File: src/rtl/core_defs.svh
`ifndef CORE_DEFS_SVH
`define CORE_DEFS_SVH

`define XLEN 32

// both memories are word arrays indexed by byte address / 4
`define IMEM_WORDS 64
`define DMEM_WORDS 64

`define NUM_REGS 32

`endif

File: src/rtl/isa_pkg.sv
package isa_pkg;

	typedef enum logic [6:0] {
		R     = 7'b0110011,
		I     = 7'b0010011,
		LOAD  = 7'b0000011,
		STORE = 7'b0100011,
		B     = 7'b1100011,
		JAL   = 7'b1101111,
		JALR  = 7'b1100111
	} opcode_t;

	typedef logic [4:0] reg_idx_t;
	localparam reg_idx_t X0 = 5'd0;

	// alu funct3
	localparam logic [2:0] F3_ADD = 3'b000;
	localparam logic [2:0] F3_SLL = 3'b001;
	localparam logic [2:0] F3_SLT = 3'b010;
	localparam logic [2:0] F3_XOR = 3'b100;
	localparam logic [2:0] F3_SRL = 3'b101;
	localparam logic [2:0] F3_OR  = 3'b110;
	localparam logic [2:0] F3_AND = 3'b111;

	// branch funct3
	localparam logic [2:0] F3_BEQ = 3'b000;
	localparam logic [2:0] F3_BNE = 3'b001;
	localparam logic [2:0] F3_BLT = 3'b100;
	localparam logic [2:0] F3_BGE = 3'b101;

	localparam logic [6:0] F7_SUB = 7'b0100000; // sub vs add for R type

	typedef struct packed {
		logic [6:0] funct7;
		reg_idx_t   rs2;
		reg_idx_t   rs1;
		logic [2:0] funct3;
		reg_idx_t   rd;
		opcode_t    opcode;
	} r_fmt_t;

	typedef struct packed {
		logic [11:0] imm;
		reg_idx_t    rs1;
		logic [2:0]  funct3;
		reg_idx_t    rd;
		opcode_t     opcode;
	} i_fmt_t;

	typedef struct packed {
		logic [6:0] imm_hi;
		reg_idx_t   rs2;
		reg_idx_t   rs1;
		logic [2:0] funct3;
		logic [4:0] imm_lo; // sits where rd would be
		opcode_t    opcode;
	} s_fmt_t;

	typedef struct packed {
		logic       imm_12;
		logic [5:0] imm_10_5;
		reg_idx_t   rs2;
		reg_idx_t   rs1;
		logic [2:0] funct3;
		logic [3:0] imm_4_1;
		logic       imm_11;
		opcode_t    opcode;
	} b_fmt_t;

	typedef union packed {
		r_fmt_t r_fmt;
		i_fmt_t i_fmt;
		s_fmt_t s_fmt;
		b_fmt_t b_fmt;
	} instr_t;

	localparam instr_t NOP_INSTR = instr_t'(32'h0000_0013); // addi x0, x0, 0

endpackage

File: src/rtl/fetch_stage.sv
`timescale 1ns/1ps
`include "core_defs.svh"

module fetch_stage
	import isa_pkg::*;
(
	input  logic                              clk,
	input  logic                              rst_n,
	input  logic                              run,
	input  logic                              imem_we,
	input  logic [$clog2(`IMEM_WORDS)-1:0]    imem_addr,
	input  logic [`XLEN-1:0]                  imem_wdata,
	input  logic                              stall_if_id,
	input  logic                              flush_if_id,
	input  logic                              branch_taken,
	input  logic [`XLEN-1:0]                  branch_target,
	output instr_t                            instr_d,
	output logic [`XLEN-1:0]                  pc_d,
	output logic                              valid_d
);

	localparam int IA = $clog2(`IMEM_WORDS);

	logic [`XLEN-1:0] imem [`IMEM_WORDS];
	logic [`XLEN-1:0] pc;
	logic             run_q; // fetch begins the cycle after run rises

	always_ff @(posedge clk) begin
		if (imem_we)
			imem[imem_addr] <= imem_wdata;
	end

	always_ff @(posedge clk or negedge rst_n) begin
		if (!rst_n) begin
			run_q <= 1'b0;
			pc    <= '0;
		end else begin
			run_q <= run;
			if (!run_q)
				pc <= '0;
			else if (!stall_if_id)
				pc <= branch_taken ? branch_target : pc + `XLEN'd4;
		end
	end

	always_ff @(posedge clk or negedge rst_n) begin
		if (!rst_n) begin
			instr_d <= NOP_INSTR;
			valid_d <= 1'b0;
		end else if (flush_if_id || !run_q) begin
			instr_d <= NOP_INSTR; // wrong-path slot or idle
			valid_d <= 1'b0;
		end else if (!stall_if_id) begin
			instr_d <= instr_t'(imem[pc[IA+1:2]]);
			valid_d <= 1'b1;
		end
	end

	always_ff @(posedge clk) begin
		if (!stall_if_id)
			pc_d <= pc;
	end

endmodule

File: config.mk
export PLATFORM = sky130hd
export DESIGN_NAME = fetch_stage
export DESIGN_NICKNAME = d
export VERILOG_FILES = /design/src/rtl/isa_pkg.sv /design/src/rtl/fetch_stage.sv
export VERILOG_INCLUDE_DIRS = /design/src /design/src/rtl
export SDC_FILE = /design/constraint.sdc
export NUM_CORES = 2
export LEC_CHECK = 0
export BUFFER_PORTS_ARGS = -buffer_cell sky130_fd_sc_hd__buf_2
export CAP_MARGIN = 10
export CORE_UTILIZATION = 40
export DETAILED_ROUTE_END_ITERATION = 6
export MAX_ROUTING_LAYER = met4
export RECOVER_POWER = 100
export SLEW_MARGIN = 20
export SYNTH_ARGS = -nofsm -noshare
export SYNTH_HDL_FRONTEND = slang
export SYNTH_SLANG_ARGS = --single-unit
export TNS_END_PERCENT = 100
File: constraint.sdc
create_clock -name clk -period 3.2 [get_ports clk]
set_input_delay 0.32 -clock clk [delete_from_list [all_inputs] [get_ports clk]]
set_output_delay 0.32 -clock clk [all_outputs]
set_load 0.01 [all_outputs]
Word level (Yosys, flattened, before mapping)

Memories as Yosys holds them, arrays and structs flattened.
Cells that the tools add are included.

Add/sub/neg operators: 1
Equality and inequality tests: 2
Multiplexer cells: 9
Reductions and logical operators: 2

Operators by type and width:

| kind                                          | count |
|---|---|
| 2-to-1 mux 32 bit                             | 5 |
| adder 32 x 3 -> 32 bit, second input constant | 1 |
| 2-to-1 mux 1 bit                              | 4 |
| != test 2 x 1 -> 1 bit, second input constant | 1 |
| != test 2 bit, second input constant          | 1 |
| zero test 1 bit                               | 1 |
| logical OR 1 bit                              | 1 |

Flip-flop bits (word level): 98
Bits in writable memories: 2048
Input bits: 77
Output and inout bits: 65
Logic and storage cells: 20
Memories kept: 1

Memories:

| memory | depth | width | rd ports | clocked after memory_dff | write ports | RTL line          | RTL |
|---|---|---|---|---|---|---|---|
| imem   | 64    | 32    | 1        | 0                        | 1           | fetch_stage.sv:24 | `` logic [`XLEN-1:0] imem [`IMEM_WORDS]; `` |

Logic depth before layout (Yosys ltp)

Depth after elaboration: 4
Depth in mapped cells: 11
Mapped depth without buffers: 6

Least setup slack after synthesis

Ideal clock, no wire load.

Kind: input to register
Start: input port imem_addr[3]
End: memory imem[48][0] (netlist bit) (enable)
Library setup time: 461 ps
Arrival time: 3019 ps
Data required time: 2739 ps
Path slack: -280 ps
Cell stages on the path: 4
Path buffers: 1
Path through: clkbuf_1 > nor2b_1 > nand4b_1 > nor3_1

RTL lines:

| what        | RTL line          | RTL |
|---|---|---|
| from (decl) | fetch_stage.sv:11 | `` input logic [$clog2(`IMEM_WORDS)-1:0] imem_addr, `` |
| to (decl)   | fetch_stage.sv:24 |  |

No word-level cell before the write port.

Worst setup path after layout

Start: input port imem_we
End: memory imem[22][0] (netlist bit) (enable)

Word-level cells in the longest chain between the ends: 2

Ends and longest elaborated chain:

| what                                   | RTL line          | RTL |
|---|---|---|
| from (decl)                            | fetch_stage.sv:10 | `input logic imem_we,` |
| 2-to-1 mux 1 bit                       | fetch_stage.sv:29 | `if (imem_we)` |
| 2-to-1 mux 1 bit (not written as such) | fetch_stage.sv:30 | `imem[imem_addr] <= imem_wdata;` |

Every way passes these cells.

==> flow_summary.json <==
{
  "status": "finished with violations",
  "violations": "capacitance limit, slew limit",
  "synth_edf_count": 2080,
  "hold_viol": 0,
  "synth_top_cell_by_area": "edfxtp_1",
  "core_region_area_sq_um": 205000,
  "rsz0062_at_grt": "no",
  "fin_util_pct": 46.4,
  "critPathLaunch": "imem_we",
  "gp_congestion": 0.821,
  "syn_area_per_cell_sq_um": 22.8,
  "placed_cell_area_sq_um": 88700,
  "setup_viol": 0,
  "drc_errors": 0,
  "leakage_nw": 29.1,
  "grt_pass1_wl_um": 304000,
  "cts_buffers": 213,
  "final_common_cell": "edfxtp_1",
  "relSlewSlack_pct": -105,
  "die_y_um": 456,
  "p_total_mw": 59.9,
  "timing.fmax_mhz": 327,
  "synth_nets": 3687,
  "critPathMaxFanout": 25,
  "post-place-ws_ns": 0.156,
  "finalCritPeriodShare_pct": 95.5,
  "first_pass_iters": 5,
  "multi_input_area_sq_um": 17500,
  "tns_ns": 0,
  "pin_count": 142,
  "ff2ff_path_depth": 8,
  "cap_violations": 64,
  "regArea_sq_um": 64100,
  "required_ns": 3.64,
  "totalWireLength_um": 214000,
  "synth_seq_area_share_pct": 77.9,
  "port_buffers": 141,
  "vias_per_cell": 5.79,
  "hold_slack_ns": 0.0413,
  "grt_pass1_vias": 40700,
  "synthFlopType": "edfxtp_1",
  "layout.nets": 4121,
  "routed-via-count": 40100,
  "drive_gt1_share_pct": 27.5,
  "fin_cells": 6929,
  "synth_top_area_share_pct": 75.9,
  "worst_slew_pin_slew_ns": 3.08,
  "netlist_instances": 3609,
  "synth_area_leaders": "edfxtp_1 (76%), mux4_2 (15%), dfrtp_1 (1.9%), mux2i_1 (1.7%), nor2_1 (0.55%)",
  "hpwl_um": 121000,
  "root_buffer": "clkbuf_16",
  "vdd.ir_drop.worst_mv": 0.502,
  "final_cell_area_sq_um": 95000,
  "n_fill_cell": 16700,
  "critPathLaunchType": "primary input",
  "wl_per_cell_um": 30.8,
  "clk-insertion-delay-late_ns": 0.85,
  "htree_levels": 4,
  "crit_path_end_kind": "flop",
  "r2r-start": "pc[2]$_DFFE_PN0P_",
  "critPathArrivalTime_ns": 3.49,
  "crit_type": "in -> reg",
  "cts_tree": "built",
  "synth_async_sr_flop_share_pct": 3.08,
  "layout_common_cells": "edfxtp_1 (2080), mux4_2 (553), clkbuf_16 (216), clkbuf_1 (207), mux2i_1 (136)",
  "num_rows": 166,
  "fin_worst_skew_ns": 0.0365,
  "cts.path.max_buffers": 3,
  "regToRegSetupSlack_ns": 0.20,
  "syn2layout_area_growth_pct": 15.4,
  "synth_area_sq_um": 82300,
  "gr-total-overflow": 0,
  "track_usage_pct": 21.2,
  "synth_warnings": 0,
  "start_util_pct": 40.2,
  "p_per_area_nw_per_um2": 630,
  "dp_cells": 6479,
  "dieArea_sq_um": 208000,
  "hold_path.class": "in -> async",
  "reg2reg_to": "instr_d[15]$_DFFE_PN0P_",
  "fin_crit_ns": 3.06,
  "worst_slack_ns": 0.143,
  "cts.clk_slew.worst_paths_ns": 0.07,
  "clock_sinks": 2146,
  "synth_seq_cells": 2146,
  "grt_max_degree": 65,
  "drt_iter0_drc": 4499,
  "maxSlewViolCount": 2663,
  "die_w_um": 456,
  "cts_resized": 0,
  "ant_nets": 0,
  "ys_types": 62,
  "antenna_found_initial": 11
}
[power by group]
group          switching, mW  internal (mW)  leakage, nW
clock network           10.7           14.5         3.44
registers              0.163           31.1         19.6
logic                   1.95           1.41         6.08
total                   12.8           47.0         29.1
[routing by layer]
metal | vias to the layer above | wire length, um | track usage [%]
met1 | 21900 | 88600 | 28.3
met2 | 1550 | 105000 | 33.6
met3 | 316 | 13200 | 3.12
met5 | - | 0 | -
met4 | 0 | 7170 | 6.82
li1 | 16300 | - | -
[worst max path at each step]
stage                                   end  slack (ns)
floorplan             imem[16][0]$_DFFE_PP_        0.25
global placement    instr_d[24]$_DFFE_PN0P_        0.16
detailed placement  instr_d[24]$_DFFE_PN0P_        0.16
CTS                 instr_d[22]$_DFFE_PN0P_        0.16
global route        instr_d[11]$_DFFE_PN0P_        0.09
finish                imem[22][0]$_DFFE_PP_        0.14
[state kept, by name (all words and copies together) (netlist names)]
| signal | flops |
|---|---|
| imem | 2048 |
| pc_d | 32 |
| instr_d | 32 |
| valid_d | 1 |
| pc | 32 |
| run_q | 1 |
[synthesized netlist by cell type, types with 3 or more instances]
cell / count
a211oi_1: 6
o21ai_1: 4
o22a_1: 3
o21a_1: 3
mux2i_1: 136
clkbuf_1: 94
and2_1: 4
a211o_1: 18
a221oi_1: 10
dfstp_2: 3
nor2_1: 121
buf_1: 24
inv_1: 5
o221a_2: 7
buf_4: 15
a22oi_1: 36
nand3_1: 28
nand3b_1: 6
o221ai_1: 15
dfrtp_1: 63
a32o_1: 3
o211ai_1: 14
and3_1: 8
mux4_2: 553
nand2_1: 66
buf_2: 56
a21oi_1: 44
edfxtp_1: 2080
a2111oi_0: 18
o22ai_1: 37
nor3_1: 14
buf_6: 15
nor2b_1: 14
nand4_1: 13
nand2b_1: 5
or4_1: 3
o21ai_0: 23
a31oi_1: 7
[final cells by class]
| type | count | area share (%) |
|---|---|---|
| clock buffers | 273 | 6.04 |
| well taps | 2688 | 3.54 |
| flip-flops and latches | 2146 | 67.5 |
| repair buffers | 423 | 3.00 |
| inverters | 5 | 0.0198 |
| multi-input cells | 1254 | 18.4 |
| clock inverters | 131 | 1.45 |
| diodes | 9 | 0.0237 |
[critical path, cell delays in order]
cell and delay (ns):
clkbuf_1 0.40, nor2b_1 0.33, nand3_1 0.11, clkbuf_1 0.37, nor2_1 0.95, clkbuf_2 0.97
[timing repair]
action                                  in CTS  in global routing
hold buffers                                37                  0
endpoints found under the setup margin       0                  0
hold endpoints to repair                    99                  0
setup buffers                                0                  0
[logic make-up (layout without fill, tap and decap cells)]
family / Yosys count / count (layout) / synth area share [%]
buf+inv: 209 / 832 / 1.24
compound gates: 267 / 267 / 2.34
mux: 691 / 691 / 16.8
other cells: 0 / 9 / 0
fa+ha+maj: 1 / 1 / 0.0152
simple gates: 295 / 295 / 1.66
flops: 2146 / 2146 / 77.9
No activity file was read; power rests on OpenSTA's default activity.
