### src/rtl/core_defs.svh
`ifndef CORE_DEFS_SVH
`define CORE_DEFS_SVH

`define XLEN 32

// both memories are word arrays indexed by byte address / 4
`define IMEM_WORDS 64
`define DMEM_WORDS 64

`define NUM_REGS 32

`endif

### src/rtl/isa_pkg.sv
package isa_pkg;

	typedef enum logic [6:0] {
		R     = 7'b0110011,
		I     = 7'b0010011,
		LOAD  = 7'b0000011,
		STORE = 7'b0100011,
		B     = 7'b1100011,
		JAL   = 7'b1101111,
		JALR  = 7'b1100111
	} opcode_t;

	typedef logic [4:0] reg_idx_t;
	localparam reg_idx_t X0 = 5'd0;

	// alu funct3
	localparam logic [2:0] F3_ADD = 3'b000;
	localparam logic [2:0] F3_SLL = 3'b001;
	localparam logic [2:0] F3_SLT = 3'b010;
	localparam logic [2:0] F3_XOR = 3'b100;
	localparam logic [2:0] F3_SRL = 3'b101;
	localparam logic [2:0] F3_OR  = 3'b110;
	localparam logic [2:0] F3_AND = 3'b111;

	// branch funct3
	localparam logic [2:0] F3_BEQ = 3'b000;
	localparam logic [2:0] F3_BNE = 3'b001;
	localparam logic [2:0] F3_BLT = 3'b100;
	localparam logic [2:0] F3_BGE = 3'b101;

	localparam logic [6:0] F7_SUB = 7'b0100000; // sub vs add for R type

	typedef struct packed {
		logic [6:0] funct7;
		reg_idx_t   rs2;
		reg_idx_t   rs1;
		logic [2:0] funct3;
		reg_idx_t   rd;
		opcode_t    opcode;
	} r_fmt_t;

	typedef struct packed {
		logic [11:0] imm;
		reg_idx_t    rs1;
		logic [2:0]  funct3;
		reg_idx_t    rd;
		opcode_t     opcode;
	} i_fmt_t;

	typedef struct packed {
		logic [6:0] imm_hi;
		reg_idx_t   rs2;
		reg_idx_t   rs1;
		logic [2:0] funct3;
		logic [4:0] imm_lo; // sits where rd would be
		opcode_t    opcode;
	} s_fmt_t;

	typedef struct packed {
		logic       imm_12;
		logic [5:0] imm_10_5;
		reg_idx_t   rs2;
		reg_idx_t   rs1;
		logic [2:0] funct3;
		logic [3:0] imm_4_1;
		logic       imm_11;
		opcode_t    opcode;
	} b_fmt_t;

	typedef union packed {
		r_fmt_t r_fmt;
		i_fmt_t i_fmt;
		s_fmt_t s_fmt;
		b_fmt_t b_fmt;
	} instr_t;

	localparam instr_t NOP_INSTR = instr_t'(32'h0000_0013); // addi x0, x0, 0

endpackage

### src/rtl/pipe_pkg.sv
package pipe_pkg;

	// EX operand source and the store data source in MEM
	typedef enum logic [1:0] {
		RS_SEL          = 2'b00,
		EX_EX_FWD_SEL   = 2'b01, // from EX/MEM alu result
		MEM_EX_FWD_SEL  = 2'b10, // from MEM/WB write data
		MEM_MEM_FWD_SEL = 2'b11  // load data straight into a store
	} fwd_sel_t;

	// branch comparator source in decode
	typedef enum logic [1:0] {
		B_RS_SEL  = 2'b00,
		B_EX_SEL  = 2'b01,
		B_MEM_SEL = 2'b10,
		B_WB_SEL  = 2'b11
	} branch_fwd_t;

endpackage

### src/rtl/memory_stage.sv
`timescale 1ns/1ps
`include "core_defs.svh"

module memory_stage
	import isa_pkg::*;
	import pipe_pkg::*;
(
	input  logic              clk,
	input  logic              rst_n,
	input  instr_t            instr_m,
	input  logic [`XLEN-1:0]  alu_m,
	input  logic [`XLEN-1:0]  store_val_m,
	input  logic              wr_rd_m,
	input  logic              valid_m,
	input  fwd_sel_t          fwd_m2m,
	output instr_t            instr_w,
	output logic [`XLEN-1:0]  wdata_w,
	output logic              wr_rd_w,
	output logic              wb_valid,
	output reg_idx_t          wb_rd,
	output logic [`XLEN-1:0]  wb_data,
	output logic              st_valid,
	output logic [`XLEN-1:0]  st_addr,
	output logic [`XLEN-1:0]  st_data
);

	localparam int DA = $clog2(`DMEM_WORDS);

	logic [`XLEN-1:0] dmem [`DMEM_WORDS];
	logic [`XLEN-1:0] store_data;
	logic [DA-1:0]    widx;
	logic             is_store;
	logic             valid_w;

	assign widx       = alu_m[DA+1:2];
	assign is_store   = valid_m && (instr_m.s_fmt.opcode == STORE);
	assign store_data = (fwd_m2m == MEM_MEM_FWD_SEL) ? wdata_w : store_val_m; // load -> store

	always_ff @(posedge clk) begin
		if (is_store)
			dmem[widx] <= store_data;
	end

	always_ff @(posedge clk or negedge rst_n) begin
		if (!rst_n) begin
			instr_w <= NOP_INSTR;
			wr_rd_w <= 1'b0;
			valid_w <= 1'b0;
		end else begin
			instr_w <= instr_m;
			wr_rd_w <= wr_rd_m;
			valid_w <= valid_m;
		end
	end

	always_ff @(posedge clk) begin
		wdata_w <= (instr_m.r_fmt.opcode == LOAD) ? dmem[widx] : alu_m;
	end

	// retire port follows the MEM/WB register
	assign wb_valid = valid_w && wr_rd_w && (instr_w.r_fmt.rd != X0);
	assign wb_rd    = instr_w.r_fmt.rd;
	assign wb_data  = wdata_w;

	assign st_valid = is_store;
	assign st_addr  = alu_m;
	assign st_data  = store_data;

endmodule

### config.mk
export PLATFORM = sky130hd
export DESIGN_NAME = memory_stage
export DESIGN_NICKNAME = d
export VERILOG_FILES = /design/src/rtl/isa_pkg.sv /design/src/rtl/pipe_pkg.sv /design/src/rtl/memory_stage.sv
export VERILOG_INCLUDE_DIRS = /design/src /design/src/rtl
export SDC_FILE = /design/constraint.sdc
export NUM_CORES = 2
export LEC_CHECK = 0
export ABC_AREA = 1
export BUFFER_PORTS_ARGS = -buffer_cell sky130_fd_sc_hd__buf_2
export CAP_MARGIN = 10
export CELL_PAD_IN_SITES_DETAIL_PLACEMENT = 2
export CELL_PAD_IN_SITES_GLOBAL_PLACEMENT = 2
export CORE_ASPECT_RATIO = 0.7
export CORE_MARGIN = 2
export CORE_UTILIZATION = 41
export CTS_BUF_LIST = sky130_fd_sc_hd__clkbuf_4 sky130_fd_sc_hd__clkbuf_8 sky130_fd_sc_hd__clkbuf_16
export DETAILED_ROUTE_END_ITERATION = 8
export GPL_TIMING_DRIVEN = 0
export PLACE_DENSITY_LB_ADDON = 0.1
export SLEW_MARGIN = 20
export SYNTH_ARGS = -nofsm -noshare
export SYNTH_HDL_FRONTEND = slang
export SYNTH_SLANG_ARGS = --single-unit
### constraint.sdc
create_clock -name clk -period 3 [get_ports clk]
set_input_delay 0.75 -clock clk [delete_from_list [all_inputs] [get_ports clk]]
set_output_delay 0.75 -clock clk [all_outputs]
set_load 0.005 [all_outputs]
Yosys cells after proc, flatten, opt, wreduce, memory -nomap -nowiden
Memories as Yosys holds them, arrays and structs flattened.
Cells that the tools add are included.
{"block": "totals", "regBits": 66, "latch_bits": 0, "ram_bits": 2048, "rom_bits": 0, "output_inout_bits": 168, "wordCells": 16, "n_memories": 1}
{"name": "dmem", "depth": 64, "width": 32, "rd": 1, "rd_ports_with_merged_regs": 0, "write_ports": 1, "line_no": "memory_stage.sv:29", "source": "logic [`XLEN-1:0] dmem [`DMEM_WORDS];"}
{"block": "op_classes", "add_sub_neg": 0, "mul": 0, "div": 0, "magnitude_cmp": 0, "eq_ne": 3, "shifts": 0, "mux": 4, "n_bitwise": 0, "n_reduce_logical": 4}
{"operator": "$mux W32", "count": 2}
{"operator": "$eq A7 B2 Y1 const B", "count": 1}
{"operator": "$eq A7 B6 Y1 const B", "count": 1}
{"operator": "$reduce_bool A5 Y1", "count": 1}
{"operator": "$logic_and A1 B1 Y1", "count": 3}
{"operator": "$eq A2 B2 Y1 const B", "count": 1}
{"operator": "$mux W1", "count": 2}

Depth between registers and ports, before layout
{"block": "depth", "ltp_word": 4, "mapped_depth": 17, "mapped_depth_nobuf": 13}

Worst setup path after synthesis
Ideal clock, no wire load.
{"block": "synth_timing", "path_type": "input -> register", "from": "in instr_m[4] in the netlist's numbering", "to": "mem dmem[0][0] in the netlist's numbering (enable)", "setup_ns": 0.421, "t_arrival_ns": 3.105, "required_time_ns": 2.579, "slack_ns": -0.526, "path_stages": 4, "path_buffers": 0, "cell_sequence": "or2_1 -> nor3_2 -> nand3_1 -> nor2_1"}
{"block": "synth_via", "elab_chain_cells": 4}
{"item": "start, declared", "line_no": "memory_stage.sv:10", "source": "input instr_t instr_m,"}
{"item": "$eq A7 B6 Y1", "line_no": "memory_stage.sv:36", "source": "assign is_store = valid_m && (instr_m.s_fmt.opcode == STORE);"}
{"item": "$logic_and A1 B1 Y1", "line_no": "memory_stage.sv:36"}
{"item": "net st_valid", "line_no": "memory_stage.sv:22", "source": "output logic st_valid,"}
{"item": "$mux W1", "line_no": "memory_stage.sv:40", "source": "if (is_store)"}
{"item": "$mux W1 (implied by the code)", "line_no": "memory_stage.sv:41", "source": "dmem[widx] <= store_data;"}
{"item": "end, declared", "line_no": "memory_stage.sv:29"}
The timed path passes the listed nets, and every way through them passes these cells.

Final worst setup path
{"block": "layout_timing", "from": "in instr_m[4] in the netlist's numbering", "to": "reg wdata_w[23], in the netlist wb_data[23]"}
{"block": "layout_via", "elab_chain_cells": 2}
{"item": "$eq A7 B2 Y1", "line_no": "memory_stage.sv:57", "source": "wdata_w <= (instr_m.r_fmt.opcode == LOAD) ? dmem[widx] : alu_m;"}
{"item": "$mux W32", "line_no": "memory_stage.sv:57"}
{"item": "end signal, assigned", "line_no": "memory_stage.sv:57"}
{"item": "end, declared", "line_no": "memory_stage.sv:17", "source": "output logic [`XLEN-1:0] wdata_w,"}
No other way between the ends.

==> summary.md <==
The run finished, with violations left. The checks that failed: setup timing. The total track usage came out at 0.371. The final setup slack of the worst path is -0.564 ns, and the largest fanout of any net on the critical path is 10.

Entering global routing, the biggest net connects 66 pins. The synthesized instance count is 8669. Yosys printed 0 warnings. The power consumption was 66.8 mW. Counting flops and latches in the post-synthesis netlist gives 2114. For the number of endpoints with negative hold slack in the final report, the log shows 0. In the final routing, the length of wire on met1 measures 168 mm. In this run the number of H-tree levels came out at 4. The ratio of final minimum period to clock period came out at 1.19. The initial antenna violation count was 50. The library cells used most frequently in the layout, excluding fill and tap cells, are 5638 x nand2_1, 2048 x edfxtp_1, 433 x buf_2. The area share of the largest cell type after synthesis works out to 0.693. For the I/O pin count, the log shows 270. STA puts the critical path data required time at 3.77 ns. The first global-routing pass estimated 579 mm of wire.

The tools report the clock sink total as 2114. The worst slew slack as a fraction of its limit was 0.158; the core utilization of the finished layout was 0.499. The finished layout holds 12.6k standard cells, fillers aside.

The tools report the net count of the finished layout as 9588. In the post-synthesis netlist, the biggest area contributors are edfxtp_1 69%, nand2_1 24%, buf_2 0.98%. The final route contains 73.0k vias. The routability-driven placement congestion ratio was 0.968. After clock tree synthesis, the clock-pin slew on the worst setup and hold paths is 0.06 ns. At the worst endpoint, the arrival time is 4.33 ns. The layout overhead on the synthesized area was 20.6%; the measured slew at the worst slew-check pin was 1.26 ns. Static timing analysis puts the maximum clock frequency at 0.281 GHz. The number of stages on the worst hold path came out at 4. Setup violations remaining at the end of the flow were counted as 1216.

After synthesis the cells add up to 0.0888 mm². IR analysis of the VDD net gives a maximum drop of 694 µV. Startpoint type of the worst setup path: an input pin.

Measured along the y axis, the die boundary spans 393 µm. The fill cell total of the finished layout was 21.8k; the average vias per placed instance was 5.81. The worst register-to-register path has a setup slack of 0.10 ns. Kind of critical path: input pin to flip-flop. The tool flagged a number of max-cap violations equal to 0.

The worst path needs 3.56 ns of the cycle, external delays included. The initialized floorplan defines 142 standard-cell rows. For this run, design rule violations remaining after detail routing come to 0. The sequential area share after synthesis came out at 0.710. The first TritonRoute pass finished after 6 iterations.

The total CTS buffers was 218. The share of cells above drive strength 1 is 0.148, and the worst-case clock buffer depth is 4. The run gives 0 as the number of pins with negative max-slew slack in the final report. After global routing the overflow that remains totals 0.

The number of DRC markers after the initial detailed-route iteration came out at 10.0k. For the worst flop-to-flop path, the logic depth is 12. The wire length on met3 is 50.9 mm, and the area of the die is 0.220 mm².

The detailed router used layers up to and including met5. The run gives 0.414 as the starting density of the core. The biggest area contributor in the post-synthesis netlist is edfxtp_1.

TritonCTS built the clock tree. The most frequent standard cell in the layout excluding fill and tap cells is nand2_1. The net count after synthesis is 8771. The endpoint type of the worst setup path is a flip-flop.

The tools report the static power due to leakage as 45.2 nW. In this run the horizontal extent of the chip is 560 µm. After detailed routing, the average wire length per cell comes to 34.5 µm. Setup repair after global routing could not meet its margin everywhere.

Area of the core region: 0.215 mm². Including well taps, the total number of placed cells is 11.9k. The number of port buffers was 267. Dividing total power by cell area gives a power density of 624 mW/mm².

The placed wire-length estimate was 278 mm; the number of global-route vias before repair was 75.5k. The tools report the met2 wire length as 190 mm. Post-detailed-route count of antenna-violating nets: 0. Averaged over all synthesized cells, the footprint is 10.2 µm². Adding up every negative setup slack in the final design gives -199.66 ns. Post-synthesis cell type count: 29. Summed over all layers, the routed wires come to 433 mm. The tools report the root buffer cell as clkbuf_16. Between clock sinks in the finished design, the worst skew comes to 0.0664 ns. At the later pin of the worst-skew pair, clock insertion delay measures 0.93 ns.

The worst min-delay path class is input pin to flip-flop.
==> synthesized netlist by cell type, drive strengths merged <==
library cell and number:
clkbuf 157, nand3b 1, mux2 32, o211ai 8, and3 1, a21oi 21, dfxtp 32, o21ai 15
nor3 6, clkinv 2, nor2 155, dfstp 3, or2 29, o311ai 1, nand3 54, edfxtp 2048
buf 339, dfrtp 31, nand2 5649, inv 84, or3 1
==> through the flow <==
stage          area (µm²)  hold WS [ns]  worst slack [ns]
6_report           107000         0.151            -0.564
2_1_floorplan       89000         0.454            -0.523
5_1_grt            107000         0.177            -0.480
4_1_cts            106000         0.117            -0.344
3_3_place_gp        93900         0.857             -4.46
3_5_place_dp        97300         0.860             -2.02
==> critical path, stage by stage <==
cell     delay, ns
buf_2         0.11
or2_1         0.32
nor3_4        0.56
buf_4         0.48
inv_2         0.22
buf_2         0.31
nor2_1        0.84
nand3_2       0.50
nand2_1       0.16
inv_1         0.05
==> routing by layer <==
layer | global-route usage | up-vias
met5 | 0 | -
met4 | 0.168 | 24
met3 | 0.0925 | 1105
met2 | 0.558 | 4477
met1 | 0.506 | 37700
li1 | - | 29600
==> registers in the layout, indices dropped and copies added (netlist names) <==
name / cells
wb_data: 32
valid_w: 1
instr_w: 32
wr_rd_w: 1
dmem: 2048
==> where the power goes <==
| group | internal (mW) | total (mW) | switching, mW |
|---|---|---|---|
| Clock | 15.5 | 28.1 | 12.6 |
| Sequential | 32.6 | 32.7 | 0.0845 |
| Combinational | 1.40 | 6.07 | 4.67 |
==> worst paths after layout <==
| kind | startpoint | to |
|---|---|---|
| setup / recovery | instr_m[4] | wb_data[23] |
| hold / removal | alu_m[15] | wb_data[15] |
| setup reg to reg | dmem[9][23] | wb_data[23] |
| hold reg to reg | wb_data[18] | dmem[62][18] |
| max in group asynchronous | rst_n | instr_w[19] |
| min in group asynchronous | rst_n | instr_w[8] |
==> area by class of cell <==
cell class | instances | area [µm²] | share of cell area
Inverter | 86 | 332 | 0.00310
Tap cell | 2880 | 3600 | 0.0337
Buffer | 495 | 2700 | 0.0252
Sequential cell | 2114 | 63000 | 0.588
Timing Repair Buffer | 576 | 6170 | 0.0576
Antenna cell | 13 | 32.5 | 0.000304
Clock buffer | 289 | 6120 | 0.0571
Clock inverter | 102 | 823 | 0.00769
Multi-Input combinational cell | 5995 | 24300 | 0.227
==> logic make-up (layout without fill, tap and decap cells) <==
logic type             count (synthesis)  in the layout  share of synthesized area
AOI/OAI and AO/OA                     45             45                    0.00280
buffers and inverters                582           1548                     0.0324
DFF                                 2114           2114                      0.710
muxes                                 32             54                    0.00406
other                                  0             13                          0
and+or+nand+nor                     5896           5896                      0.251
==> timing repair <==
item,4_1_cts,5_1_grt
hold endpoints to repair,65,0
cloned,15,9
gates resized for setup,80,92
setup endpoints to repair,2102,772
pin swaps,22,12
hold buffers,35,0
buffers inserted,71,75
Power figures use the tool's default switching activity.
