--- src/rtl/core_defs.svh ---
`ifndef CORE_DEFS_SVH
`define CORE_DEFS_SVH

`define XLEN 32

// both memories are word arrays indexed by byte address / 4
`define IMEM_WORDS 64
`define DMEM_WORDS 64

`define NUM_REGS 32

`endif

--- src/rtl/isa_pkg.sv ---
package isa_pkg;

	typedef enum logic [6:0] {
		R     = 7'b0110011,
		I     = 7'b0010011,
		LOAD  = 7'b0000011,
		STORE = 7'b0100011,
		B     = 7'b1100011,
		JAL   = 7'b1101111,
		JALR  = 7'b1100111
	} opcode_t;

	typedef logic [4:0] reg_idx_t;
	localparam reg_idx_t X0 = 5'd0;

	// alu funct3
	localparam logic [2:0] F3_ADD = 3'b000;
	localparam logic [2:0] F3_SLL = 3'b001;
	localparam logic [2:0] F3_SLT = 3'b010;
	localparam logic [2:0] F3_XOR = 3'b100;
	localparam logic [2:0] F3_SRL = 3'b101;
	localparam logic [2:0] F3_OR  = 3'b110;
	localparam logic [2:0] F3_AND = 3'b111;

	// branch funct3
	localparam logic [2:0] F3_BEQ = 3'b000;
	localparam logic [2:0] F3_BNE = 3'b001;
	localparam logic [2:0] F3_BLT = 3'b100;
	localparam logic [2:0] F3_BGE = 3'b101;

	localparam logic [6:0] F7_SUB = 7'b0100000; // sub vs add for R type

	typedef struct packed {
		logic [6:0] funct7;
		reg_idx_t   rs2;
		reg_idx_t   rs1;
		logic [2:0] funct3;
		reg_idx_t   rd;
		opcode_t    opcode;
	} r_fmt_t;

	typedef struct packed {
		logic [11:0] imm;
		reg_idx_t    rs1;
		logic [2:0]  funct3;
		reg_idx_t    rd;
		opcode_t     opcode;
	} i_fmt_t;

	typedef struct packed {
		logic [6:0] imm_hi;
		reg_idx_t   rs2;
		reg_idx_t   rs1;
		logic [2:0] funct3;
		logic [4:0] imm_lo; // sits where rd would be
		opcode_t    opcode;
	} s_fmt_t;

	typedef struct packed {
		logic       imm_12;
		logic [5:0] imm_10_5;
		reg_idx_t   rs2;
		reg_idx_t   rs1;
		logic [2:0] funct3;
		logic [3:0] imm_4_1;
		logic       imm_11;
		opcode_t    opcode;
	} b_fmt_t;

	typedef union packed {
		r_fmt_t r_fmt;
		i_fmt_t i_fmt;
		s_fmt_t s_fmt;
		b_fmt_t b_fmt;
	} instr_t;

	localparam instr_t NOP_INSTR = instr_t'(32'h0000_0013); // addi x0, x0, 0

endpackage

--- src/rtl/pipe_pkg.sv ---
package pipe_pkg;

	// EX operand source and the store data source in MEM
	typedef enum logic [1:0] {
		RS_SEL          = 2'b00,
		EX_EX_FWD_SEL   = 2'b01, // from EX/MEM alu result
		MEM_EX_FWD_SEL  = 2'b10, // from MEM/WB write data
		MEM_MEM_FWD_SEL = 2'b11  // load data straight into a store
	} fwd_sel_t;

	// branch comparator source in decode
	typedef enum logic [1:0] {
		B_RS_SEL  = 2'b00,
		B_EX_SEL  = 2'b01,
		B_MEM_SEL = 2'b10,
		B_WB_SEL  = 2'b11
	} branch_fwd_t;

endpackage

--- src/rtl/hazard_ctrl.sv ---
`timescale 1ns/1ps

module hazard_ctrl
	import isa_pkg::*;
	import pipe_pkg::*;
(
	input  instr_t       instr_d,
	input  instr_t       instr_x,
	input  instr_t       instr_m,
	input  instr_t       instr_w,
	input  logic         wr_rd_x,
	input  logic         wr_rd_m,
	input  logic         wr_rd_w,
	input  logic         branch_taken,
	output fwd_sel_t     fwd_a,
	output fwd_sel_t     fwd_b,
	output fwd_sel_t     fwd_m2m,
	output branch_fwd_t  fwd_rs1,
	output branch_fwd_t  fwd_rs2,
	output logic         stall_if_id,
	output logic         bubble_id_ex,
	output logic         flush_if_id
);

	function automatic logic reads_rs1(opcode_t op);
		return (op == R) || (op == I) || (op == LOAD) || (op == STORE) ||
			(op == B) || (op == JALR);
	endfunction

	function automatic logic reads_rs2(opcode_t op);
		return (op == R) || (op == STORE) || (op == B);
	endfunction

	opcode_t  op_d, op_x, op_m;
	reg_idx_t rd_x, rd_m, rd_w;
	reg_idx_t rs1_d, rs2_d, rs1_x, rs2_x;
	logic     src_x, src_m, src_w;     // stage holds a live nonzero destination
	logic     hz_ex_a, hz_ex_b;        // ex to ex
	logic     hz_mem_a, hz_mem_b;      // mem to ex
	logic     hz_m2m;                  // mem to mem for store data only
	logic     br_rs1, br_rs2;          // decode compares or jumps on these
	logic     hz_bx1, hz_bx2, hz_bm1, hz_bm2, hz_bw1, hz_bw2;
	logic     load_use, load_branch;

	always_comb begin
		op_d  = instr_d.r_fmt.opcode;
		op_x  = instr_x.r_fmt.opcode;
		op_m  = instr_m.r_fmt.opcode;
		rd_x  = instr_x.r_fmt.rd;
		rd_m  = instr_m.r_fmt.rd;
		rd_w  = instr_w.r_fmt.rd;
		rs1_d = instr_d.r_fmt.rs1;
		rs2_d = instr_d.r_fmt.rs2;
		rs1_x = instr_x.r_fmt.rs1;
		rs2_x = instr_x.r_fmt.rs2;
		src_x = wr_rd_x && (rd_x != X0);
		src_m = wr_rd_m && (rd_m != X0);
		src_w = wr_rd_w && (rd_w != X0);
	end

	// a load in EX/MEM has only its address, so it never feeds EX from there
	always_comb begin
		hz_ex_a  = src_m && (op_m != LOAD) && reads_rs1(op_x) && (rd_m == rs1_x);
		hz_ex_b  = src_m && (op_m != LOAD) && reads_rs2(op_x) && (rd_m == rs2_x);
		hz_mem_a = src_w && !hz_ex_a && reads_rs1(op_x) && (rd_w == rs1_x);
		hz_mem_b = src_w && !hz_ex_b && reads_rs2(op_x) && (rd_w == rs2_x);
		hz_m2m   = src_w && (op_m == STORE) && (rd_w == instr_m.s_fmt.rs2);
	end

	assign fwd_a   = hz_ex_a ? EX_EX_FWD_SEL : hz_mem_a ? MEM_EX_FWD_SEL : RS_SEL;
	assign fwd_b   = hz_ex_b ? EX_EX_FWD_SEL : hz_mem_b ? MEM_EX_FWD_SEL : RS_SEL;
	assign fwd_m2m = hz_m2m ? MEM_MEM_FWD_SEL : RS_SEL;

	// branch and jalr operands are needed in decode
	always_comb begin
		br_rs1 = (op_d == B) || (op_d == JALR);
		br_rs2 = (op_d == B);
		hz_bx1 = br_rs1 && src_x && (rd_x == rs1_d);
		hz_bx2 = br_rs2 && src_x && (rd_x == rs2_d);
		hz_bm1 = br_rs1 && src_m && (rd_m == rs1_d);
		hz_bm2 = br_rs2 && src_m && (rd_m == rs2_d);
		hz_bw1 = br_rs1 && src_w && (rd_w == rs1_d);
		hz_bw2 = br_rs2 && src_w && (rd_w == rs2_d);
	end

	assign fwd_rs1 = hz_bx1 ? B_EX_SEL : hz_bm1 ? B_MEM_SEL : hz_bw1 ? B_WB_SEL : B_RS_SEL;
	assign fwd_rs2 = hz_bx2 ? B_EX_SEL : hz_bm2 ? B_MEM_SEL : hz_bw2 ? B_WB_SEL : B_RS_SEL;

	// store data from a load goes through m2m instead of stalling
	always_comb begin
		load_use = src_x && (op_x == LOAD) &&
			((reads_rs1(op_d) && (rd_x == rs1_d)) ||
			 (reads_rs2(op_d) && (op_d != STORE) && (rd_x == rs2_d)));
		load_branch = (op_m == LOAD) &&
			((hz_bm1 && !hz_bx1) || (hz_bm2 && !hz_bx2)); // a newer EX writer wins
	end

	assign stall_if_id  = load_use || load_branch;
	assign bubble_id_ex = stall_if_id;
	assign flush_if_id  = branch_taken && !stall_if_id; // redirect waits for valid operands

endmodule

--- config.mk ---
export PLATFORM = sky130hd
export DESIGN_NAME = hazard_ctrl
export DESIGN_NICKNAME = d
export VERILOG_FILES = /design/src/rtl/core_defs.svh /design/src/rtl/isa_pkg.sv /design/src/rtl/pipe_pkg.sv /design/src/rtl/hazard_ctrl.sv
export SDC_FILE = /design/constraint.sdc
export NUM_CORES = 1
export LEC_CHECK = 0
export BUFFER_PORTS_ARGS = -buffer_cell sky130_fd_sc_hd__buf_2
export CORE_MARGIN = 5
export CORE_UTILIZATION = 32
export DETAILED_ROUTE_END_ITERATION = 12
export MAX_ROUTING_LAYER = met4
export PLACE_DENSITY_LB_ADDON = 0.1
export SETUP_SLACK_MARGIN = 0.1
export SLEW_MARGIN = 40
export SYNTH_ARGS = -nofsm -noshare
export SYNTH_HDL_FRONTEND = slang
export SYNTH_SLANG_ARGS = --single-unit
--- constraint.sdc ---
create_clock -name vclk -period 2.3
set_input_delay 0.345 -clock vclk [all_inputs]
set_output_delay 0.345 -clock vclk [all_outputs]
set_load 0.05 [all_outputs]
# == Word level (Yosys, flattened, before mapping) ==
# Cells that the tools add are included.
# word_totals
register_bits,0
latchBits,0
ram_bits,0
mem_bits_ro,0
inputBits,132
out_inout_bits,13
wordCells,101
n_memories,0
# classes
addsub,0
n_mul,0
div,0
n_lt_le_gt_ge,0
n_eq_ne,27
n_shift,0
n_mux,11
bitwise_logic,0
reduce_logical,63
# op_table
op,count
$eq A5 B5 Y1,11
$logic_and A1 B1 Y1,37
$eq A7 B6 Y1 const B,5
$eq A7 B7 Y1 const B,4
$mux W2,11
$eq A7 B2 Y1 const B,3
$logic_or A1 B1 Y1,18
$reduce_bool A5 Y1,3
$eq A7 B5 Y1 const B,2
$ne A7 B2 Y1 const B,1
$ne A7 B6 Y1 const B,1
$logic_not A1 Y1,5

# == Depth between registers and ports, before layout ==
# depth
ltp_word,14
depth_mapped,7
depth_no_buf,5

# == Worst setup path before layout ==
# Ideal clock, no wire load.
# synth_path
path_kind,input port to output port
from,input instr_d[1] in the netlist's numbering
to,output stall_if_id
arrival_time_ns,2.961
required_ns,1.955
setup_slack_ns,-1.006
cell_stages,6
path_buffers,1
path_cell_list,nand2_1 or4_1 nor4_1 a22oi_1 o21ai_0 buf_4
# synth_via
elab_chain_cells,10
word_cells_on_any_way,35
classes_between,7 x eq/ne; 28 x reduce/logical
# synth_rtl
item,line_no,rtl
"start, declared",hazard_ctrl.sv:7,"input instr_t instr_d,"
$eq A7 B6 Y1 / $eq A7 B5 Y1 (equally long branches),"hazard_ctrl.sv:26, hazard_ctrl.sv:31",
$logic_or A1 B1 Y1 (4 in a row),hazard_ctrl.sv:26,return (op == R) || (op == I) || (op == LOAD) || (op == STORE) ||
$logic_or A1 B1 Y1,hazard_ctrl.sv:27,(op == B) || (op == JALR);
$logic_and A1 B1 Y1,hazard_ctrl.sv:92,((reads_rs1(op_d) && (rd_x == rs1_d)) ||
$logic_or A1 B1 Y1,hazard_ctrl.sv:92,
$logic_and A1 B1 Y1,hazard_ctrl.sv:91,load_use = src_x && (op_x == LOAD) &&
$logic_or A1 B1 Y1 (*),hazard_ctrl.sv:98,assign stall_if_id = load_use || load_branch;
"end, declared",hazard_ctrl.sv:20,"output logic stall_if_id,"
# Every way passes the cells marked *; elsewhere a longest branch is shown, timed or not.

# == Worst setup path in the final report ==
# layout_path
from,input instr_d[4] in the netlist's numbering
to,output fwd_rs2[1]
# layout_via
elab_chain_cells,6
word_cells_on_any_way,10
classes_between,1 x eq/ne; 3 x mux; 6 x reduce/logical
# layout_rtl
item,line_no,rtl
$eq A7 B7 Y1 (*),hazard_ctrl.sv:77,br_rs2 = (op_d == B);
$logic_and A1 B1 Y1 (2 in a row),hazard_ctrl.sv:83,hz_bw2 = br_rs2 && src_w && (rd_w == rs2_d);
$mux W2 (2 in a row),hazard_ctrl.sv:87,assign fwd_rs2 = hz_bx2 ? B_EX_SEL : hz_bm2 ? B_MEM_SEL : hz_bw2 ? B_WB_SEL : B_RS_SEL;
$mux W2 (*),hazard_ctrl.sv:87,
"end, declared",hazard_ctrl.sv:19,"output branch_fwd_t fwd_rs2,"
# Marks and branches as above.

==> flow_summary.toml <==
[power_and_ir_drop]
power_leakage_nw = 0.761
powerDensity_mw_per_mm2 = 146
irDropWorstVdd_mv = 0.0859
finalPower_mw = 0.267

[finish]
syn_to_final_growth_pct = 80.6
final_layout_size_suffix_gt1_frac = 0.541
instances_no_fill = 277
regArea_sq_um = 0
num_antenna_cells = 0
fin_nets = 367
seq_cell_count = 0
clock_buffers = 0
fillers = 319

[route]
drc = 0
vias = 1343
drt_iter0_markers = 23
routedWlPerCell_um = 14.2
wl_um = 3930
ant_nets = 0
viasPerCell = 4.85
first_pass_iters = 4

[yosys]
synth.distinct_cells = 25
syn-cell-area_sq_mm = 0.00101
avgSynthCellArea_sq_um = 6.86
synth_top_area_frac = 0.287
syn_nets = 279
yosys_warnings = 0
syn_inst = 147
yosys-top-cells-area = "xnor2_1 (29%), xor2_1 (20%), nor4_1 (6.2%)"
yosys.area.top_type = "xnor2_1"
ys_seq_area_frac = 0

[global_routing]
gr-total-overflow = 0
grt_max_degree = 7
first_global_vias = 1368
grt_first_pass_wirelength_um = 6140
antenna_found_initial = 0
grt_usage = 0.181

[timing]
fin_setup_tns_ps = 0
rsz0062_at_grt = "true"
relSlewSlack = 0.690
period_share = 0.997
hold_ws_ps = 1070
drv_slew = 0
max_freq_ghz = 0.436
finalHoldViolCount = 0
fin_crit_ps = 2290
tightest_slew_ps = 461
setup_viol = 0

[floorplanning]
core_sq_mm = 0.00303
initial_core_util = 0.333
io_pins = 145
chipHeight_um = 66.1
fp-row-count = 20
die-area_sq_mm = 0.00437
die_w_um = 66.1

[worst_setup_path]
cp-end-kind = "output port"
path_cells = "buf_6, nand3b_1, or4_4, or4_4, nand2b_4, nand2_4, buf_8"
crit_top_cell = "or4_4"
cp_top_family = "simple AND/OR/NAND/NOR gates"
cp.arrival_ps = 1950
cpMaxStageDelayCell = "or4_4"
path_buf_inv = 2
cp-start-kind = "input pin"
cp_max_fo = 3
cpPeakStageDelay_ps = 480
cp.required_ps = 1960
path_class = "input pin to output port"

[worst_hold_path]
hp-class = "input pin to output port"

[place]
gp_congestion = 0.852
place_inst = 277
port_buffers = 78
hpwl_um = 3450

[clocking]
postCtsHoldBufs = 0
cts_setup_buffers = 0

[run_status]
status = "finished clean"

[flow_run]
max_cap_violations = 0
## final cells by class
type / count / area, sq um / share of cell area
repair buffers: 101 / 642 / 0.352
well taps: 44 / 55.1 / 0.0302
multi-input cells: 132 / 1120 / 0.617
## placed cells by master, fill, tap and decap left out
cell type  netlist  routed
or4_4            0       5
buf_2            4      66
nand2b_4         0       2
clkbuf_4         0       1
nand4b_1         2       2
xnor2_1         33      33
nand3b_1         3       3
nand4_1          6       6
nor3_2           0       2
nor4_1          10       6
nor3_1          11       8
o21ai_0          3       1
o211a_4          0       1
nor4_4           0       4
nor3_4           0       1
o21ai_4          0       4
buf_8            0       2
nor2_4           0       1
nand2_1         10       8
buf_6            0       9
nand2_2          0       1
nand2_4          0       1
a22oi_2          0       1
a21o_1           1       1
buf_4            6      23
or3_4            0       1
a21boi_4         0       1
nor2_1           5       4
o211ai_1         1       1
xor2_1          23      23
nand3_1         11      11
## per-stage QoR
| stage | util | setup WS [ps] | cell area [sq um] |
|---|---|---|---|
| 5_1_grt | 0.602 | -47.6 | 1820 |
| 3_3_place_gp | 0.562 | -108 | 1700 |
| 2_1_floorplan | - | -14.7 | 1180 |
| 3_5_place_dp | 0.562 | -117 | 1700 |
| 6_report | 0.602 | 7.77 | 1820 |
| 4_1_cts | 0.584 | 38.1 | 1770 |
## power by group
part | internal (mW) | switching [mW] | total [mW]
combinational | 0.136 | 0.130 | 0.267
clock | 0 | 0 | 0
sequential | 0 | 0 | 0
## per-layer routing
layer	share of wire	global-route usage
met1	0.43	0.221
met2	0.52	0.349
met3	0.051	0.00340
met4	0	0
met5	0	-
## path summary, 6_finish.rpt
kind                      from  slack [ps]           to  cells after the start
hold / removal    branch_taken        1070  flush_if_id                      3
setup / recovery    instr_d[4]           8   fwd_rs2[1]                      7
## worst min-delay path: stages
cell,delay (ps)
buf_2,100
o211a_4,130
buf_8,140
## repair_timing
action / CTS / global route
hold endpoints to repair: 0 / 0
gates resized for setup: 18 / 13
pin swaps: 4 / 6
endpoints found under the setup margin: 8 / 10
## logic make-up (layout without fill, tap and decap cells)
kind of cell	Yosys count	count (layout)	synth area share
xor gates and xnor gates	56	56	0.486
and+or+nand+nor	66	66	0.362
AOI/OAI and AO/OA	10	10	0.0682
buffers and inverters	15	101	0.0831
## synthesized netlist by cell type
master	number
nand3_1	11
nor4_1	10
or4_2	1
o21ai_2	1
or3_2	1
a22oi_1	1
xor2_1	23
a21boi_1	1
nor3_1	11
buf_2	4
o211a_1	1
nand2_1	10
nor2_1	5
nand3b_1	3
clkbuf_1	5
o211ai_1	1
a21o_1	1
nand2b_1	2
o21ai_0	3
nand4_1	6
xnor2_1	33
nand4b_1	2
or4_1	4
o21ai_1	1
buf_4	6
Note: power is estimated with default switching activity, not from simulation.
