$ cat src/rtl/core_defs.svh
`ifndef CORE_DEFS_SVH
`define CORE_DEFS_SVH

`define XLEN 32

// both memories are word arrays indexed by byte address / 4
`define IMEM_WORDS 64
`define DMEM_WORDS 64

`define NUM_REGS 32

`endif

$ cat src/rtl/isa_pkg.sv
package isa_pkg;

	typedef enum logic [6:0] {
		R     = 7'b0110011,
		I     = 7'b0010011,
		LOAD  = 7'b0000011,
		STORE = 7'b0100011,
		B     = 7'b1100011,
		JAL   = 7'b1101111,
		JALR  = 7'b1100111
	} opcode_t;

	typedef logic [4:0] reg_idx_t;
	localparam reg_idx_t X0 = 5'd0;

	// alu funct3
	localparam logic [2:0] F3_ADD = 3'b000;
	localparam logic [2:0] F3_SLL = 3'b001;
	localparam logic [2:0] F3_SLT = 3'b010;
	localparam logic [2:0] F3_XOR = 3'b100;
	localparam logic [2:0] F3_SRL = 3'b101;
	localparam logic [2:0] F3_OR  = 3'b110;
	localparam logic [2:0] F3_AND = 3'b111;

	// branch funct3
	localparam logic [2:0] F3_BEQ = 3'b000;
	localparam logic [2:0] F3_BNE = 3'b001;
	localparam logic [2:0] F3_BLT = 3'b100;
	localparam logic [2:0] F3_BGE = 3'b101;

	localparam logic [6:0] F7_SUB = 7'b0100000; // sub vs add for R type

	typedef struct packed {
		logic [6:0] funct7;
		reg_idx_t   rs2;
		reg_idx_t   rs1;
		logic [2:0] funct3;
		reg_idx_t   rd;
		opcode_t    opcode;
	} r_fmt_t;

	typedef struct packed {
		logic [11:0] imm;
		reg_idx_t    rs1;
		logic [2:0]  funct3;
		reg_idx_t    rd;
		opcode_t     opcode;
	} i_fmt_t;

	typedef struct packed {
		logic [6:0] imm_hi;
		reg_idx_t   rs2;
		reg_idx_t   rs1;
		logic [2:0] funct3;
		logic [4:0] imm_lo; // sits where rd would be
		opcode_t    opcode;
	} s_fmt_t;

	typedef struct packed {
		logic       imm_12;
		logic [5:0] imm_10_5;
		reg_idx_t   rs2;
		reg_idx_t   rs1;
		logic [2:0] funct3;
		logic [3:0] imm_4_1;
		logic       imm_11;
		opcode_t    opcode;
	} b_fmt_t;

	typedef union packed {
		r_fmt_t r_fmt;
		i_fmt_t i_fmt;
		s_fmt_t s_fmt;
		b_fmt_t b_fmt;
	} instr_t;

	localparam instr_t NOP_INSTR = instr_t'(32'h0000_0013); // addi x0, x0, 0

endpackage

$ cat src/rtl/pipe_pkg.sv
package pipe_pkg;

	// EX operand source and the store data source in MEM
	typedef enum logic [1:0] {
		RS_SEL          = 2'b00,
		EX_EX_FWD_SEL   = 2'b01, // from EX/MEM alu result
		MEM_EX_FWD_SEL  = 2'b10, // from MEM/WB write data
		MEM_MEM_FWD_SEL = 2'b11  // load data straight into a store
	} fwd_sel_t;

	// branch comparator source in decode
	typedef enum logic [1:0] {
		B_RS_SEL  = 2'b00,
		B_EX_SEL  = 2'b01,
		B_MEM_SEL = 2'b10,
		B_WB_SEL  = 2'b11
	} branch_fwd_t;

endpackage

$ cat src/rtl/decode_stage.sv
`timescale 1ns/1ps
`include "core_defs.svh"

module decode_stage
	import isa_pkg::*;
	import pipe_pkg::*;
(
	input  logic              clk,
	input  logic              rst_n,
	input  instr_t            instr_d,
	input  logic [`XLEN-1:0]  pc_d,
	input  logic              valid_d,
	input  branch_fwd_t       fwd_rs1,
	input  branch_fwd_t       fwd_rs2,
	input  logic [`XLEN-1:0]  alu_x,
	input  logic [`XLEN-1:0]  alu_m,
	input  logic [`XLEN-1:0]  wdata_w,
	input  instr_t            instr_w,
	input  logic              wr_rd_w,
	input  logic              stall_if_id,
	input  logic              bubble_id_ex,
	output logic              branch_taken,
	output logic [`XLEN-1:0]  branch_target,
	output instr_t            instr_x,
	output logic [`XLEN-1:0]  pc_x,
	output logic [`XLEN-1:0]  rs1_val_x,
	output logic [`XLEN-1:0]  rs2_val_x,
	output logic [`XLEN-1:0]  imm_x,
	output logic              wr_rd_x,
	output logic              valid_x
);

	logic [`XLEN-1:0] regs [`NUM_REGS];
	logic [`XLEN-1:0] rs1_val, rs2_val;
	logic [`XLEN-1:0] cmp_a, cmp_b;       // branch / jalr operands after forwarding
	logic [`XLEN-1:0] imm_i, imm_s, imm_b, imm_j;
	logic [`XLEN-1:0] jalr_sum;
	logic             rf_we;
	logic             cond;
	logic             wr_rd;
	opcode_t          op;

	assign op    = instr_d.r_fmt.opcode;
	assign rf_we = wr_rd_w && (instr_w.r_fmt.rd != X0);

	always_ff @(posedge clk) begin
		if (rf_we)
			regs[instr_w.r_fmt.rd] <= wdata_w;
	end

	// write-before-read bypass so WB and ID can share a cycle
	always_comb begin
		rs1_val = regs[instr_d.r_fmt.rs1];
		if (instr_d.r_fmt.rs1 == X0)
			rs1_val = '0;
		else if (rf_we && (instr_w.r_fmt.rd == instr_d.r_fmt.rs1))
			rs1_val = wdata_w;
		rs2_val = regs[instr_d.r_fmt.rs2];
		if (instr_d.r_fmt.rs2 == X0)
			rs2_val = '0;
		else if (rf_we && (instr_w.r_fmt.rd == instr_d.r_fmt.rs2))
			rs2_val = wdata_w;
	end

	assign imm_i = {{(`XLEN-12){instr_d.i_fmt.imm[11]}}, instr_d.i_fmt.imm};
	assign imm_s = {{(`XLEN-12){instr_d.s_fmt.imm_hi[6]}}, instr_d.s_fmt.imm_hi,
		instr_d.s_fmt.imm_lo};
	assign imm_b = {{(`XLEN-12){instr_d.b_fmt.imm_12}}, instr_d.b_fmt.imm_11,
		instr_d.b_fmt.imm_10_5, instr_d.b_fmt.imm_4_1, 1'b0};
	// J format has no view in the union
	assign imm_j = {{(`XLEN-20){instr_d[31]}}, instr_d[19:12], instr_d[20],
		instr_d[30:21], 1'b0};

	always_comb begin
		case (fwd_rs1)
			B_EX_SEL:  cmp_a = alu_x;
			B_MEM_SEL: cmp_a = alu_m;
			B_WB_SEL:  cmp_a = wdata_w;
			default:   cmp_a = rs1_val;
		endcase
		case (fwd_rs2)
			B_EX_SEL:  cmp_b = alu_x;
			B_MEM_SEL: cmp_b = alu_m;
			B_WB_SEL:  cmp_b = wdata_w;
			default:   cmp_b = rs2_val;
		endcase
	end

	always_comb begin
		case (instr_d.b_fmt.funct3)
			F3_BEQ:  cond = (cmp_a == cmp_b);
			F3_BNE:  cond = (cmp_a != cmp_b);
			F3_BLT:  cond = ($signed(cmp_a) < $signed(cmp_b));
			F3_BGE:  cond = ($signed(cmp_a) >= $signed(cmp_b));
			default: cond = 1'b0;
		endcase
	end

	assign jalr_sum     = cmp_a + imm_i;
	assign branch_taken = valid_d && ((op == JAL) || (op == JALR) || ((op == B) && cond));
	assign branch_target = (op == JAL)  ? pc_d + imm_j :
	                       (op == JALR) ? {jalr_sum[`XLEN-1:1], 1'b0} :
	                       pc_d + imm_b;

	assign wr_rd = valid_d && ((op == R) || (op == I) || (op == LOAD) ||
		(op == JAL) || (op == JALR));

	always_ff @(posedge clk or negedge rst_n) begin
		if (!rst_n) begin
			instr_x <= NOP_INSTR;
			wr_rd_x <= 1'b0;
			valid_x <= 1'b0;
		end else if (bubble_id_ex) begin
			instr_x <= NOP_INSTR;
			wr_rd_x <= 1'b0;
			valid_x <= 1'b0;
		end else if (!stall_if_id) begin
			instr_x <= instr_d;
			wr_rd_x <= wr_rd;
			valid_x <= valid_d;
		end
	end

	always_ff @(posedge clk) begin
		if (!stall_if_id) begin
			pc_x      <= pc_d;
			rs1_val_x <= rs1_val;
			rs2_val_x <= rs2_val;
			imm_x     <= (op == STORE) ? imm_s : imm_i;
		end
	end

endmodule

$ cat config.mk
export PLATFORM = sky130hd
export DESIGN_NAME = decode_stage
export DESIGN_NICKNAME = d
export VERILOG_FILES = /design/src/rtl/isa_pkg.sv /design/src/rtl/pipe_pkg.sv /design/src/rtl/decode_stage.sv
export VERILOG_INCLUDE_DIRS = /design/src /design/src/rtl
export SDC_FILE = /design/constraint.sdc
export NUM_CORES = 2
export LEC_CHECK = 0
export BUFFER_PORTS_ARGS = -buffer_cell sky130_fd_sc_hd__buf_2
export CORE_ASPECT_RATIO = 1.25
export CORE_UTILIZATION = 40
export CTS_CLUSTER_DIAMETER = 30
export CTS_CLUSTER_SIZE = 40
export DETAILED_ROUTE_END_ITERATION = 12
export HOLD_SLACK_MARGIN = 0.03
export PLACE_DENSITY = 0.7
export REMOVE_ABC_BUFFERS = 1
export SKIP_LAST_GASP = 1
export SLEW_MARGIN = 30
export SYNTH_ARGS = -nofsm -noshare
export SYNTH_HDL_FRONTEND = slang
export SYNTH_SLANG_ARGS = --single-unit
$ cat constraint.sdc
create_clock -name clk -period 7.8 [get_ports clk]
set_input_delay 1.17 -clock clk [delete_from_list [all_inputs] [get_ports clk]]
set_output_delay 1.17 -clock clk [all_outputs]
set_load 0.005 [all_outputs]
# == After elaboration in Yosys (flattened, before gate mapping) ==
# Memories as Yosys holds them, arrays and structs flattened.
# Cells that the tools add are included.
# totals
reg_bits,142
mem_bits_rw,1024
wordCells,68
mem_count,1
# memory_table
name,words,width,read_ports,rd_clocked_by_memory_dff,write_ports,line,rtl
regs,32,32,2,0,1,decode_stage.sv:33,logic [`XLEN-1:0] regs [`NUM_REGS];
# op_classes
n_addsub,3
n_lt_le_gt_ge,2
eq_ne,21
mux,18
reduce_logical,16
# ops
operator,count
two-way mux 32 bit,8
one-hot mux 32 bit (3 select lines),2
adder 32 bit,3
== test 32 bit,1
>= comparator 32 bit,1
less-than comparator 32 bit,1
inequality test 32 bit,1
"== test 7 bit, second input constant",3
"== test 7 x 6 -> 1 bit, second input constant",2
== test 5 bit,2
logical NOT 5 bit,2
"== test 2 bit, second input constant",4
"== test 7 x 2 -> 1 bit, second input constant",1
"== test 7 x 5 -> 1 bit, second input constant",1
"== test 3 bit, second input constant",2
logical AND 1 bit,6
logical OR 1 bit,6
two-way mux 1 bit,6
two-way mux 5 bit,1
nonzero test 5 bit,1
"== test 2 x 1 -> 1 bit, second input constant",2
one-hot mux 1 bit (4 select lines),1
"== test 3 x 1 -> 1 bit, second input constant",1
logical NOT 3 bit,1
"inequality test 2 x 1 -> 1 bit, second input constant",1

# == Logic depth before layout (Yosys ltp) ==
# depth
word_depth,11
mapped_depth,25

# == Worst setup path after synthesis ==
# OpenSTA, ideal clock, no wires.
# synth_timing
path_kind,input port to output port
start,input port instr_d[15] (netlist name)
end,output port branch_target[30]
t_arrival_ns,6.405
required_time_ns,6.630
slack_ns,0.225
cell_stages,22
path_buffers,6
path_cell_list,buf_2 buf_6 buf_4 buf_4 buf_2 buf_2 mux4_2 a221oi_1 o21ai_0 nand2_1 a21oi_1 mux4_2 ha_1 a2111oi_0 a211oi_1 o2111ai_1 nand3_1 a221oi_1 o21ai_0 a2111oi_0 a41o_1 a211oi_1
# synth_between
elab_chain_len,8
word_cells_on_any_way,11
classes_between,add/sub: 2; eq/ne: 1; mux: 5; reduce/logical: 2; memory: 1
# synth_lines
item,line,rtl
start: declaration,decode_stage.sv:10,"input instr_t instr_d,"
branches (longest 3 deep; another with memory (32 x 32 bit)),-,
two-way mux 32 bit *,decode_stage.sv:54,if (instr_d.r_fmt.rs1 == X0)
named net rs1_val[7],decode_stage.sv:34,"logic [`XLEN-1:0] rs1_val, rs2_val;"
one-hot mux 32 bit (3 select lines) *,decode_stage.sv:75,case (fwd_rs1)
adder 32 bit *,decode_stage.sv:99,assign jalr_sum = cmp_a + imm_i;
two-way mux 32 bit *,decode_stage.sv:102,"(op == JALR) ? {jalr_sum[`XLEN-1:1], 1'b0} :"
two-way mux 32 bit *,decode_stage.sv:101,assign branch_target = (op == JAL) ? pc_d + imm_j :
end: declaration,decode_stage.sv:23,"output logic [`XLEN-1:0] branch_target,"
# Mark *: on every way through the listed nets, which the timed path passes.

# == Final worst setup path ==
# Ends and elaborated chain as after synthesis.

==> flow_summary.toml <==
[run]
max-cap-violations = 0

[critical_path]
cp_slowest_cell = "mux4_2"
ff2ff_setup_slack_ns = 5.46
max_stage_delay_ns = 0.52
crit_path_start = "instr_d[15]"
critPathCaptureType = "primary output"
crit_top_cell = "buf_4"
cp-start-kind = "primary input"
r2r-start = "regs[23][6]"
cpLargestDelayFamily = "compound AO/OA/AOI/OAI gates"
critPathRequiredTime_ns = 6.63
r2r_cells = 8
cp_data_arrival_time_ns = 6.57
r2r_end = "rs1_val_x[6]"
crit_path_max_fanout = 10
worstSetupPathType = "in -> out"
crit_buf_inv = 8

[global_route]
grt_start_max_net_pins = 67
gr-total-overflow = 0
track_usage_pct = 26.84
antenna_found_initial = 40
first_global_vias = 39360
grt_pass1_wl_um = 284300

[drt]
vias_per_cell = 6.485
routedWlPerCell_um = 33.57
drt_iter0_markers = 4963
via_count = 39400
drc = 0
first_pass_iters = 5
wirelength_um = 204000
ant_nets = 0

[place]
dp_cells = 5741
hpwl_um = 131900
place_congestion = 0.9128
io_buffers = 369

[timing]
hold_viol_final = 0
period_share_pct = 99.25
period_needed_ns = 7.742
setup-tns-final_ns = 0
fin_skew_ns = 0.03566
holdWs_ns = 0.4632
setup_viol = 0
max_slew_margin_pct = 27.35
tightest_slew_ns = 1.087
maxSlewViolCount = 0
fmax_mhz = 129.2

[finish]
instances_no_fill = 6076
syn_to_final_growth_pct = 21.13
fillCellCount = 11900
nets = 4325
drive_gt1_share_pct = 41.59

[clock_network]
clock_latency_ns = 0.80
htreeDepth = 4
clock-root-buffer = "clkbuf_16"
clk_path_buf_depth = 3
clock_sinks = 1166
cts_made_buffers = 164
clk_pin_slew_ns = 0.05
hold_buffers = 0
cts_tree = "done"

[die]
fp.coreArea_sq_um = 147100
io-pin-count = 397
die_h_um = 433.2
dieArea_sq_um = 150300
fp-row-count = 157
start_util_pct = 40.44
die_width_um = 347.0

[status]
run_status = "finished clean"

[synth]
seq_area_frac_synth_pct = 58.57
yosys_warnings = 0
synth_area_sq_um = 59500
synth_cell_types = 79
ys.flop_type = "edfxtp_1"
synthArstFlopShare_pct = 2.916
syn-instance-count = 3373
netlist_top_cells_area = "edfxtp_1 (57%), mux4_2 (24%), mux2i_1 (2.6%), ha_1 (2.2%), dfrtp_1 (1.3%)"
synth_top_area_share_pct = 57.13
synth_seq_cells = 1166
synth_edf_count = 1132
synth_top_area_cell = "edfxtp_1"
yosysMostFrequentCell = "edfxtp_1"
syn_avg_cell_area_sq_um = 17.64
synthTopCellsByCount = "edfxtp_1 (1132), mux4_2 (631), nor2_1 (175)"

[power]
power_leakage_nw = 25.21
power.density_nw_per_um2 = 237.4
peakVddDrop_mv = 0.1992

[min_path]
hp-class = "in -> async"
[registers in the layout, indices dropped and copies added, names as in the netlist]
signal and flops:
instr_x 32, imm_x 12, pc_x 32, regs 1024, valid_x 1, wr_rd_x 1
rs2_val_x 32, rs1_val_x 32
[where the power goes]
group | internal, W | switching (W)
combinational | 0.00105 | 0.00131
sequential | 0.00704 | 0.0000576
clock | 0.00459 | 0.00306
[stage by stage]
| stage | utilization (%) | worst slack (ns) | cell area (sq um) | total power [W] |
|---|---|---|---|---|
| finish | 48.98 | 0.05822 | 72070 | 0.01711 |
| global route | 48.97 | -0.03346 | 72050 | 0.01753 |
| CTS | 48.77 | -0.01653 | 71760 | 0.01710 |
| detailed placement | 44.86 | -0.2199 | 66010 | 0.009502 |
| global placement | 44.86 | -0.1829 | 66000 | 0.009472 |
| floorplan | - | -0.2462 | 58470 | 0.008328 |
[worst max path at each step]
stage	to	slack, ns	cells past startpoint
final	branch_target[30]	0.06	25
after global routing	branch_target[31]	-0.03	25
after CTS	branch_target[30]	-0.02	22
after detailed placement	branch_target[30]	-0.22	22
after global placement	branch_target[30]	-0.18	23
after floorplan	branch_target[30]	-0.25	15
[cell families (layout without fill, tap and decap cells)]
family,Yosys count,after routing,synth area share [%]
buf+inv,308,1061,2.250
mux,812,812,26.99
simple gates,414,414,3.186
fa+ha+maj,108,108,2.309
compound gates,496,496,5.689
xor+xnor,68,68,1.001
other cells,1,43,0.006303
flops,1166,1166,58.57
[metal layers]
layer  vias to the layer above  track usage (%)  share of wire (%)
li1                      15620                -                  -
met1                     20220            31.88                 34
met2                      2864            43.53                 47
met3                       641            7.061                 12
met4                        52            16.90                7.1
met5                         -                0               0.16
[repair_timing]
item | 4_1_cts | 5_1_grt
resized for setup | 12 | 26
cloned | 0 | 0
endpoints found under the setup margin | 5 | 14
pin swaps | 1 | 4
setup buffers | 2 | 13
[worst reg2reg max path, delay by kind of cell, from the launching register on]
family	cells	cell delay, ns
mux	2	0.76
compound gates	3	0.53
flops	1	0.39
buf+inv	2	0.32
simple gates	1	0.09
[layout by cell type, fill, tap and decap left out, types with 25 or more instances in the layout]
cell type / instances
edfxtp_1: 1132
nor2_1: 141
xnor2_1: 46
nor2_4: 33
a21oi_1: 100
ha_1: 101
mux2_2: 28
conb_1: 32
buf_2: 358
o21ai_0: 84
dfrtp_1: 31
o211ai_1: 28
inv_1: 49
nand2b_1: 25
a211oi_1: 79
clkbuf_16: 165
nand2_1: 94
inv_6: 36
mux2i_1: 152
buf_12: 50
buf_4: 284
o22ai_1: 26
a21o_1: 37
mux4_2: 631
[cell type report]
cell class	count	area [sq um]	area share [%]
Timing Repair Buffer	702	5069	7.033
Sequential cell	1166	34850	48.35
Multi-Input combinational cell	1930	23860	33.11
Inverter	51	196.4	0.2726
Antenna cell	11	27.53	0.03819
Clock inverter	130	1503	2.085
Clock buffer	178	4178	5.797
Tap cell	1908	2387	3.313
Power figures use the tool's default switching activity.
